## config.mk

```make
export PLATFORM = sky130hd
export DESIGN_NAME = fragmentPipeline
export DESIGN_NICKNAME = d
export VERILOG_FILES = /design/src/fragPkg.sv /design/src/fragStageIf.sv /design/src/fragDecode.sv /design/src/fragExecute.sv /design/src/fragResult.sv /design/src/fragmentPipeline.sv
export SDC_FILE = /design/constraint.sdc
export NUM_CORES = 1
export LEC_CHECK = 0
export BUFFER_PORTS_ARGS = -buffer_cell sky130_fd_sc_hd__buf_2
export CAP_MARGIN = 25
export CORE_MARGIN = 10
export CORE_UTILIZATION = 35
export DETAILED_ROUTE_END_ITERATION = 10
export GPL_TIMING_DRIVEN = 0
export HOLD_SLACK_MARGIN = 0.02
export MAX_ROUTING_LAYER = met4
export PLACE_DENSITY = 0.53
export SLEW_MARGIN = 40
export SYNTH_ARGS = -nofsm -noshare
export SYNTH_HDL_FRONTEND = slang
export SYNTH_SLANG_ARGS = --single-unit
export TNS_END_PERCENT = 10
```

## constraint.sdc

```tcl
create_clock -name clk -period 4.2 [get_ports clk]
set_input_delay 0 -clock clk [delete_from_list [all_inputs] [get_ports clk]]
set_output_delay 0 -clock clk [all_outputs]
set_load 0.01 [all_outputs]
```

## src/fragPkg.sv

```systemverilog
// Fragment pipeline package
// Channel widths, color, depth and index types, the comparison,
// texture environment and blend factor encodings, and the channel math
// shared by the execute and result stages

`default_nettype none

package fragPkg;

    localparam int channelW     = 4;
    localparam int productW     = 8;
    localparam int indexW       = 14;
    localparam int channelCount = 4;

    // Full intensity, stands for 1.0
    localparam logic [channelW-1:0] channelMax = 4'hf;

    // RGBA4444, red in the top nibble, alpha in the bottom nibble
    typedef logic [15:0]       colorT;
    typedef logic [15:0]       depthT;
    typedef logic [indexW-1:0] indexT;

    typedef enum logic [2:0] {
        cmpNever, cmpLess, cmpEqual, cmpLequal,
        cmpGreater, cmpNotEqual, cmpGequal, cmpAlways
    } cmpFuncE;

    typedef enum logic [2:0] {
        texDisable, texReplace, texModulate, texDecal, texBlend, texAdd
    } texEnvE;

    typedef enum logic [3:0] {
        blendZero, blendOne, blendSrcColor, blendOneMinusSrcColor,
        blendDstColor, blendOneMinusDstColor, blendSrcAlpha, blendOneMinusSrcAlpha,
        blendDstAlpha, blendOneMinusDstAlpha, blendSrcAlphaSaturate
    } blendFactorE;

    function automatic logic [productW-1:0] mulChannel(
        input logic [channelW-1:0] a,
        input logic [channelW-1:0] b
    );
        return productW'(a) * productW'(b);
    endfunction

    // Sum of two products, rounded up and saturated to one channel
    function automatic logic [channelW-1:0] mixChannel(
        input logic [productW-1:0] a,
        input logic [productW-1:0] b
    );
        logic [productW:0] sum;
        sum = (productW+1)'(a) + (productW+1)'(b) + (productW+1)'(channelMax);
        return sum[productW] ? channelMax : sum[productW-1 -: channelW];
    endfunction

    // Shared by the depth test and the alpha test
    function automatic logic cmpPass(
        input cmpFuncE     func,
        input logic [15:0] value,
        input logic [15:0] refValue
    );
        case (func)
            cmpNever:    return 1'b0;
            cmpLess:     return value < refValue;
            cmpEqual:    return value == refValue;
            cmpLequal:   return value <= refValue;
            cmpGreater:  return value > refValue;
            cmpNotEqual: return value != refValue;
            cmpGequal:   return value >= refValue;
            default:     return 1'b1;
        endcase
    endfunction

endpackage

`default_nettype wire

```

## src/fragStageIf.sv

```systemverilog
// Stage-to-stage buses of the fragment pipeline
// fragStageIf carries a fragment with its destination values from decode to execute,
// shadeIf carries the shaded source color and depth result from execute to result

`timescale 1ns/1ps
`default_nettype none

interface fragStageIf;
    logic            valid;
    fragPkg::indexT  index;
    fragPkg::depthT  depth;
    fragPkg::colorT  triColor;
    fragPkg::colorT  texel;
    fragPkg::colorT  dstColor;
    fragPkg::depthT  dstDepth;

    modport source (
        output valid, index, depth, triColor, texel, dstColor, dstDepth
    );

    modport sink (
        input valid, index, depth, triColor, texel, dstColor, dstDepth
    );
endinterface

interface shadeIf;
    logic            valid;
    fragPkg::indexT  index;
    fragPkg::depthT  depth;
    fragPkg::colorT  srcColor;
    fragPkg::colorT  dstColor;
    // Raw depth compare, the enable is applied later
    logic            depthPass;

    modport source (
        output valid, index, depth, srcColor, dstColor, depthPass
    );

    modport sink (
        input valid, index, depth, srcColor, dstColor, depthPass
    );
endinterface

`default_nettype wire

```

## src/fragDecode.sv

```systemverilog
// Fragment decode stage
// Captures incoming fragments, presents the framebuffer and depth read
// index, and joins the returned memory data with the fragment

`timescale 1ns/1ps
`default_nettype none

module fragDecode (
    input  wire                   clk,
    input  wire                   rstN,
    input  wire                   fragValid,
    input  wire  fragPkg::indexT  fragIndex,
    input  wire  fragPkg::depthT  fragDepth,
    input  wire  fragPkg::colorT  fragColor,
    input  wire  fragPkg::colorT  fragTexel,
    output fragPkg::indexT        colorReadIndex,
    output fragPkg::indexT        depthReadIndex,
    input  wire  fragPkg::colorT  colorIn,
    input  wire  fragPkg::depthT  depthIn,
    fragStageIf.source            down
);

    typedef struct packed {
        fragPkg::indexT index;
        fragPkg::depthT depth;
        fragPkg::colorT triColor;
        fragPkg::colorT texel;
    } fragT;

    logic       capValid;
    fragT       capFrag;
    logic [1:0] shiftValid;
    fragT [1:0] shiftFrag;

    // Valid chain
    always_ff @(posedge clk or negedge rstN)
    begin
        if (!rstN)
        begin
            capValid   <= 1'b0;
            shiftValid <= '0;
            down.valid <= 1'b0;
        end
        else
        begin
            capValid   <= fragValid;
            shiftValid <= {shiftValid[0], capValid};
            down.valid <= shiftValid[1];
        end
    end

    // Fragment fields wait out the memory read
    always_ff @(posedge clk)
    begin
        capFrag   <= '{index: fragIndex, depth: fragDepth, triColor: fragColor, texel: fragTexel};
        shiftFrag <= {shiftFrag[0], capFrag};

        down.index    <= shiftFrag[1].index;
        down.depth    <= shiftFrag[1].depth;
        down.triColor <= shiftFrag[1].triColor;
        down.texel    <= shiftFrag[1].texel;
        down.dstColor <= colorIn;
        down.dstDepth <= depthIn;
    end

    // Both memories see the index one edge after capture
    assign colorReadIndex = shiftFrag[0].index;
    assign depthReadIndex = shiftFrag[0].index;

    validKnown: assert property (@(posedge clk) disable iff (!rstN) !$isunknown(fragValid))
        else $error("fragValid is unknown");

endmodule

`default_nettype wire

```

## src/fragExecute.sv

```systemverilog
// Fragment execute stage
// Texture environment multiply-add of texel, triangle color and
// environment color, and the depth comparison against the depth buffer

`timescale 1ns/1ps
`default_nettype none

module fragExecute (
    input  wire                   clk,
    input  wire                   rstN,
    input  wire  fragPkg::texEnvE texEnvMode,
    input  wire  fragPkg::colorT  texEnvColor,
    input  wire  fragPkg::cmpFuncE depthFunc,
    fragStageIf.sink              up,
    shadeIf.source                down
);

    logic [fragPkg::channelCount-1:0][fragPkg::channelW-1:0] p0, q0, p1, q1;
    logic [fragPkg::channelCount-1:0][fragPkg::productW-1:0] prodA, prodB;

    logic            validA;
    fragPkg::indexT  indexA;
    fragPkg::depthT  depthA;
    fragPkg::colorT  dstColorA;
    logic            depthPassA;

    //////////////////////////////////////////////////
    // Operand selection
    //////////////////////////////////////////////////
    // s texel, p triangle color, c environment color
    always_comb
    begin : operandSelect
        logic [fragPkg::channelW-1:0] s, p, c, as;
        as = up.texel[fragPkg::channelW-1:0];
        for (int ch = 0; ch < fragPkg::channelCount; ch++)
        begin
            s = up.texel[ch*fragPkg::channelW +: fragPkg::channelW];
            p = up.triColor[ch*fragPkg::channelW +: fragPkg::channelW];
            c = texEnvColor[ch*fragPkg::channelW +: fragPkg::channelW];

            // Default is p * 1 + 0 * 0
            p0[ch] = p;
            q0[ch] = fragPkg::channelMax;
            p1[ch] = '0;
            q1[ch] = '0;

            if (ch == 0)
            begin
                // Alpha channel
                case (texEnvMode)
                    fragPkg::texReplace:  p0[ch] = as;
                    fragPkg::texModulate,
                    fragPkg::texBlend,
                    fragPkg::texAdd:      q0[ch] = as;
                    default:              ;
                endcase
            end
            else
            begin
                case (texEnvMode)
                    fragPkg::texReplace:  p0[ch] = s;
                    fragPkg::texModulate: q0[ch] = s;
                    fragPkg::texDecal:
                    begin
                        q0[ch] = fragPkg::channelMax - as;
                        p1[ch] = s;
                        q1[ch] = as;
                    end
                    fragPkg::texBlend:
                    begin
                        q0[ch] = fragPkg::channelMax - s;
                        p1[ch] = c;
                        q1[ch] = s;
                    end
                    fragPkg::texAdd:
                    begin
                        p1[ch] = s;
                        q1[ch] = fragPkg::channelMax;
                    end
                    default:              ;
                endcase
            end
        end
    end

    //////////////////////////////////////////////////
    // Products and mix
    //////////////////////////////////////////////////
    always_ff @(posedge clk or negedge rstN)
    begin
        if (!rstN)
        begin
            validA     <= 1'b0;
            down.valid <= 1'b0;
        end
        else
        begin
            validA     <= up.valid;
            down.valid <= validA;
        end
    end

    always_ff @(posedge clk)
    begin
        for (int ch = 0; ch < fragPkg::channelCount; ch++)
        begin
            prodA[ch] <= fragPkg::mulChannel(p0[ch], q0[ch]);
            prodB[ch] <= fragPkg::mulChannel(p1[ch], q1[ch]);
            down.srcColor[ch*fragPkg::channelW +: fragPkg::channelW] <=
                fragPkg::mixChannel(prodA[ch], prodB[ch]);
        end
        // Early depth compare, only the result bit travels on
        depthPassA <= fragPkg::cmpPass(depthFunc, up.depth, up.dstDepth);
        indexA     <= up.index;
        depthA     <= up.depth;
        dstColorA  <= up.dstColor;

        down.depthPass <= depthPassA;
        down.index     <= indexA;
        down.depth     <= depthA;
        down.dstColor  <= dstColorA;
    end

    depthPassKnown: assert property (
        @(posedge clk) disable iff (!rstN) down.valid |-> !$isunknown(down.depthPass)
    ) else $error("depthPass unknown on a valid shade beat");

endmodule

`default_nettype wire

```

## src/fragResult.sv

```systemverilog
// Fragment result stage
// Alpha test, blending of the shaded color with the framebuffer color,
// and the color and depth write-back with their write enables

`timescale 1ns/1ps
`default_nettype none

module fragResult (
    input  wire                        clk,
    input  wire                        rstN,
    input  wire  fragPkg::cmpFuncE     alphaFunc,
    input  wire  [fragPkg::channelW-1:0] alphaRef,
    input  wire  fragPkg::blendFactorE blendSrc,
    input  wire  fragPkg::blendFactorE blendDst,
    input  wire                        depthTestEnable,
    shadeIf.sink                       up,
    output fragPkg::indexT             colorWriteIndex,
    output fragPkg::colorT             colorOut,
    output logic                       colorWriteEnable,
    output fragPkg::indexT             depthWriteIndex,
    output fragPkg::depthT             depthOut,
    output logic                       depthWriteEnable
);

    logic [fragPkg::channelCount-1:0][fragPkg::productW-1:0] srcProd, dstProd;

    logic            validC, validD;
    logic            passC, passD;
    fragPkg::indexT  indexC, indexD;
    fragPkg::depthT  depthC, depthD;
    fragPkg::colorT  colorD;

    // Factor for one channel, ch 0 is alpha
    function automatic logic [fragPkg::channelW-1:0] blendFactor(
        input fragPkg::blendFactorE factor,
        input fragPkg::colorT       src,
        input fragPkg::colorT       dst,
        input int                   ch
    );
        logic [fragPkg::channelW-1:0] sc, dc, sa, da, sat;
        sc  = src[ch*fragPkg::channelW +: fragPkg::channelW];
        dc  = dst[ch*fragPkg::channelW +: fragPkg::channelW];
        sa  = src[fragPkg::channelW-1:0];
        da  = dst[fragPkg::channelW-1:0];
        sat = (sa < fragPkg::channelMax - da) ? sa : fragPkg::channelMax - da;
        case (factor)
            fragPkg::blendOne:              return fragPkg::channelMax;
            fragPkg::blendSrcColor:         return sc;
            fragPkg::blendOneMinusSrcColor: return fragPkg::channelMax - sc;
            fragPkg::blendDstColor:         return dc;
            fragPkg::blendOneMinusDstColor: return fragPkg::channelMax - dc;
            fragPkg::blendSrcAlpha:         return sa;
            fragPkg::blendOneMinusSrcAlpha: return fragPkg::channelMax - sa;
            fragPkg::blendDstAlpha:         return da;
            fragPkg::blendOneMinusDstAlpha: return fragPkg::channelMax - da;
            fragPkg::blendSrcAlphaSaturate: return (ch == 0) ? fragPkg::channelMax : sat;
            default:                        return '0;
        endcase
    endfunction

    always_ff @(posedge clk or negedge rstN)
    begin
        if (!rstN)
        begin
            validC           <= 1'b0;
            validD           <= 1'b0;
            colorWriteEnable <= 1'b0;
            depthWriteEnable <= 1'b0;
        end
        else
        begin
            validC           <= up.valid;
            validD           <= validC;
            colorWriteEnable <= validD && passD;
            depthWriteEnable <= validD && passD && depthTestEnable;
        end
    end

    //////////////////////////////////////////////////
    // Alpha test and blend products
    //////////////////////////////////////////////////
    always_ff @(posedge clk)
    begin
        for (int ch = 0; ch < fragPkg::channelCount; ch++)
        begin
            srcProd[ch] <= fragPkg::mulChannel(
                up.srcColor[ch*fragPkg::channelW +: fragPkg::channelW],
                blendFactor(blendSrc, up.srcColor, up.dstColor, ch));
            dstProd[ch] <= fragPkg::mulChannel(
                up.dstColor[ch*fragPkg::channelW +: fragPkg::channelW],
                blendFactor(blendDst, up.srcColor, up.dstColor, ch));
        end
        // A disabled depth test always passes
        passC  <= fragPkg::cmpPass(alphaFunc, 16'(up.srcColor[fragPkg::channelW-1:0]),
                                   16'(alphaRef))
                  && (up.depthPass || !depthTestEnable);
        indexC <= up.index;
        depthC <= up.depth;

        // Blended sums
        for (int ch = 0; ch < fragPkg::channelCount; ch++)
        begin
            colorD[ch*fragPkg::channelW +: fragPkg::channelW] <=
                fragPkg::mixChannel(srcProd[ch], dstProd[ch]);
        end
        passD  <= passC;
        indexD <= indexC;
        depthD <= depthC;

        //////////////////////////////////////////////////
        // Write-back
        //////////////////////////////////////////////////
        colorWriteIndex <= indexD;
        depthWriteIndex <= indexD;
        colorOut        <= colorD;
        depthOut        <= depthD;
    end

    // The depth compare of the same fragment sat on the shade bus three edges earlier
    depthImpliesColor: assert property (
        @(posedge clk) disable iff (!rstN)
        depthWriteEnable |-> colorWriteEnable && $past(up.depthPass, 3)
    ) else $error("Depth written without a color write or a passing depth compare");

endmodule

`default_nettype wire

```

## src/fragmentPipeline.sv

```systemverilog
// Fragment shading pipeline top level
// Decode, execute and result stages joined by the stage buses,
// with the fragment stream, configuration and memory ports

`timescale 1ns/1ps
`default_nettype none

module fragmentPipeline (
    input  wire                          clk,
    input  wire                          rstN,
    // Fragment stream
    input  wire                          fragValid,
    input  wire  fragPkg::indexT         fragIndex,
    input  wire  fragPkg::depthT         fragDepth,
    input  wire  fragPkg::colorT         fragColor,
    input  wire  fragPkg::colorT         fragTexel,
    // Configuration
    input  wire  fragPkg::cmpFuncE       depthFunc,
    input  wire                          depthTestEnable,
    input  wire  fragPkg::cmpFuncE       alphaFunc,
    input  wire  [fragPkg::channelW-1:0] alphaRef,
    input  wire  fragPkg::texEnvE        texEnvMode,
    input  wire  fragPkg::colorT         texEnvColor,
    input  wire  fragPkg::blendFactorE   blendSrc,
    input  wire  fragPkg::blendFactorE   blendDst,
    // Memory reads
    output fragPkg::indexT               colorReadIndex,
    output fragPkg::indexT               depthReadIndex,
    input  wire  fragPkg::colorT         colorIn,
    input  wire  fragPkg::depthT         depthIn,
    // Memory writes
    output fragPkg::indexT               colorWriteIndex,
    output fragPkg::colorT               colorOut,
    output logic                         colorWriteEnable,
    output fragPkg::indexT               depthWriteIndex,
    output fragPkg::depthT               depthOut,
    output logic                         depthWriteEnable
);

    fragStageIf stageBus ();
    shadeIf     shadeBus ();

    fragDecode i_decode (
        .clk, .rstN, .fragValid, .fragIndex, .fragDepth, .fragColor, .fragTexel,
        .colorReadIndex, .depthReadIndex, .colorIn, .depthIn,
        .down (stageBus.source)
    );

    fragExecute i_execute (
        .clk, .rstN, .texEnvMode, .texEnvColor, .depthFunc,
        .up   (stageBus.sink),
        .down (shadeBus.source)
    );

    fragResult i_result (
        .clk, .rstN, .alphaFunc, .alphaRef, .blendSrc, .blendDst, .depthTestEnable,
        .up (shadeBus.sink),
        .colorWriteIndex, .colorOut, .colorWriteEnable,
        .depthWriteIndex, .depthOut, .depthWriteEnable
    );

endmodule

`default_nettype wire

```

==> metrics <==
status=finished, final reports clean; total track usage=13.29%; Slew headroom=54.88%; # clock sinks=644; share of post-route cells with drive strength above 1=17.67%; Cell Rows=100; Hold EP=i_decode.capFrag[10]; Pwr Density=615.7 nW/µm²; Synth Area in Compound Gates=12.05%; # H-tree levels=3; die area=86500 µm²; Via density=4.602; vias in the first global route=18450; r2r setup slk=110 ps; post-synthesis sequential area ratio=49.21%; worst r2r dst=i_result.srcProd[23]; Initial Utilization=35.32%; Iter 0 DRT Violations=682; Hold Path Origin=fragTexel[10]; clk buf depth=3; initial antenna violation count=9; leakage=0.01563 µW; worst-case reg-to-reg path depth=18; post-layout util=44.77%; clock-pin slew on the worst setup and hold paths=60 ps; simple-gate share of the synthesized area=10.48%; CTS tree=done; WL per Instance=14.37 µm; DRT antenna net count=0; leading cell type in the layout, fill and taps excluded=dfxtp_1; R2R Path Start=i_execute.down.dstColor[1]; Layout Skew=16.16 ps; dominant synthesized flop cell=dfxtp_1; DR pass1 iterations=5; RSZ-0062 raised after global routing=yes; syn_nets=2896; Post-synth EDFFs=0; Yosys cell types=72; Num CTS Buffers=69; drt drc=0; switching pwr=6612 µW; Pins Over Slew Limit=0; cell area after synthesis=26300 µm²; I/O Buffers=216; synthesis-to-finish area growth=26.75%; worst skew pair latency=610 ps; clock power share=30.9%; Final Hold Vio Count=0; root buffer cell=clkbuf_16; core area=74450 µm²; Ports=225; Final Power=20520 µW; global-route wire length before repair=92000 µm; fin crit share=97.48%; Hold Crit Class=in2reg; pin count of the biggest net entering global routing=16; CP Max Fanout=5; Crit path required time=4720 ps; Critical Path AT=4610 ps; Die Width=294.1 µm; post-synthesis adder-cell area fraction=18.56%; register bit total from synthesis=644; WL final=56480 µm; Post-Synth XOR/XNOR Area=3.097%; crit path capture type=flop; Vias=18090; Bufs and invs on worst path=4; crit path cell chain=ha_1, o21a_1, o211ai_1, buf_4, buf_6, a211oi_4, buf_4, nor3_4, nand2b_4, fa_1, fa_1, inv_1, ha_1, a21o_1, a21oi_2, o21bai_1, a21oi_1, xnor2_1; synthesized netlist cell count=2407; Setup TNS=0 ps; Sequential Power Share=36.8%; CP Class=reg2reg; gr ovfl total=0; post-DP HPWL=41220 µm; Pint=13910 µW; Yosys warning count=0; CP peak stage delay=560 ps; cell family with most CP delay=adder cells; worst vdd ir=366.4 µV; Final min period=4094 ps; Final #Nets=3390; Die Y=294.1 µm; hold path depth=2; sw frac=32.22%; combinational group share of total power=32.3%; worst-margin pin slew=676.8 ps; main combinational cell family by area after synthesis=adder cells; Setup-failing EPs final=0; Slowest-stage cell, CP=fa_1; Max-cap violations=0; post-synthesis mux area share=1.208%; syn avg cell area=10.93 µm²; routability congestion estimate=0.8558; most frequent cells in the layout=dfxtp_1 (630), ha_1 (293), buf_2 (235); CP startpoint kind=flop; max frequency=244.3 MHz; WP depth=18; asr flop ratio synth=1.553%
layer usage:
metal / track usage (%) / routed length, µm / up-vias
met5: - / 0 / -
met1: 15.65 / 24730 / 8320
met2: 21.89 / 26860 / 445
met3: 3.002 / 3304 / 131
met4: 5.128 / 1578 / 0
li1: - / - / 9196
state kept, by name, indices dropped and copies added (netlist names), 24 cells and up:
register	cells
i_result.dstProd	32
i_decode.shiftFrag	110
i_execute.prodA	32
i_execute.prodB	24
i_decode.capFrag	62
i_result.srcProd	32
Yosys cell counts, drive strengths merged (3+ instances only):
cell type | instances | area share (%)
a211o | 6 | 0.20
a211oi | 12 | 0.44
a21o | 36 | 1.0
a21oi | 119 | 2.3
a221o | 7 | 0.27
a221oi | 26 | 1.0
a31oi | 24 | 0.57
a41o | 7 | 0.27
a41oi | 14 | 0.47
and2 | 47 | 1.1
and3 | 7 | 0.17
and4 | 9 | 0.30
buf | 77 | 1.9
clkbuf | 37 | 0.53
dfrtp | 10 | 0.95
dfxtp | 634 | 48
fa | 60 | 4.6
ha | 294 | 14
inv | 205 | 2.9
mux2 | 6 | 0.26
mux2i | 25 | 0.95
nand2 | 96 | 1.4
nand2b | 48 | 1.1
nand3 | 15 | 0.29
nand3b | 7 | 0.20
nand4 | 7 | 0.17
nor2 | 144 | 2.1
nor2b | 68 | 1.6
nor3 | 38 | 1.1
nor3b | 3 | 0.10
o211a | 6 | 0.23
o211ai | 10 | 0.29
o21a | 29 | 0.83
o21ai | 56 | 1.1
o21bai | 22 | 0.63
o221a | 20 | 0.86
o221ai | 3 | 0.10
o22ai | 7 | 0.17
o31ai | 6 | 0.17
o32ai | 18 | 0.69
or2 | 21 | 0.50
or3 | 11 | 0.26
xnor2 | 51 | 1.7
xor2 | 42 | 1.4
stage by stage:
step / instances / area, µm² / setup slack, ps / hold slack, ps
floorplan: 2407 / 26300 / 272.3 / -295.6
global placement: 3592 / 28590 / -435.7 / -144.4
detailed placement: 3592 / 28590 / -439.7 / -131.9
CTS: 3912 / 33080 / 3.217 / 21.04
global route: 3929 / 33330 / -76.67 / 30.89
finish: 3931 / 33330 / 106.0 / 36.54
area by class of cell:
type,instances,area (µm²)
Antenna cell,8,20.02
Buffer,114,671.9
Clock buffer,92,1903
Clock inverter,32,508.0
Fill cell,6909,41110
Inverter,205,769.5
Multi-Input combinational cell,1444,12170
Sequential cell,644,12950
Tap cell,969,1212
Timing Repair Buffer,423,3123
power groups by stage:
| stage | combinational, µW | sequential [µW] | clock [µW] |
|---|---|---|---|
| floorplan | 4850 | 7520 | 0 |
| global placement | 6160 | 7670 | 0 |
| detailed placement | 6290 | 7690 | 0 |
| CTS | 6600 | 7560 | 6570 |
| global route | 7670 | 7650 | 6820 |
| finish | 6630 | 7550 | 6340 |
what timing repair did:
item	CTS	global route
hold endpoints to repair	113	0
gates cloned	1	0
setup endpoints to repair	21	12
pin swaps	6	26
hold buffers	192	0
resized for setup	34	37
setup buffers	3	11
cell families (layout without fill, tap and decap cells):
kind of cell / Yosys count / after routing
compound gates: 441 / 441
xor+xnor: 93 / 93
fa+ha+maj: 354 / 354
buf+inv: 319 / 866
flops: 644 / 644
mux: 31 / 31
other cells: 0 / 8
simple gates: 525 / 525
worst max-delay path by stage:
stage	startpoint	to	slack, ps
6_report	i_execute.down.dstColor[1]	i_result.srcProd[23]	110
4_1_cts	i_execute.down.srcColor[1]	i_result.srcProd[31]	3
3_3_place_gp	i_execute.down.srcColor[1]	i_result.dstProd[31]	-440
3_5_place_dp	i_execute.down.srcColor[3]	i_result.dstProd[31]	-440
2_1_floorplan	i_execute.down.dstColor[3]	i_result.dstProd[31]	270
5_1_grt	i_execute.down.dstColor[1]	i_result.srcProd[23]	-80
No activity file was read; power rests on OpenSTA's default activity.
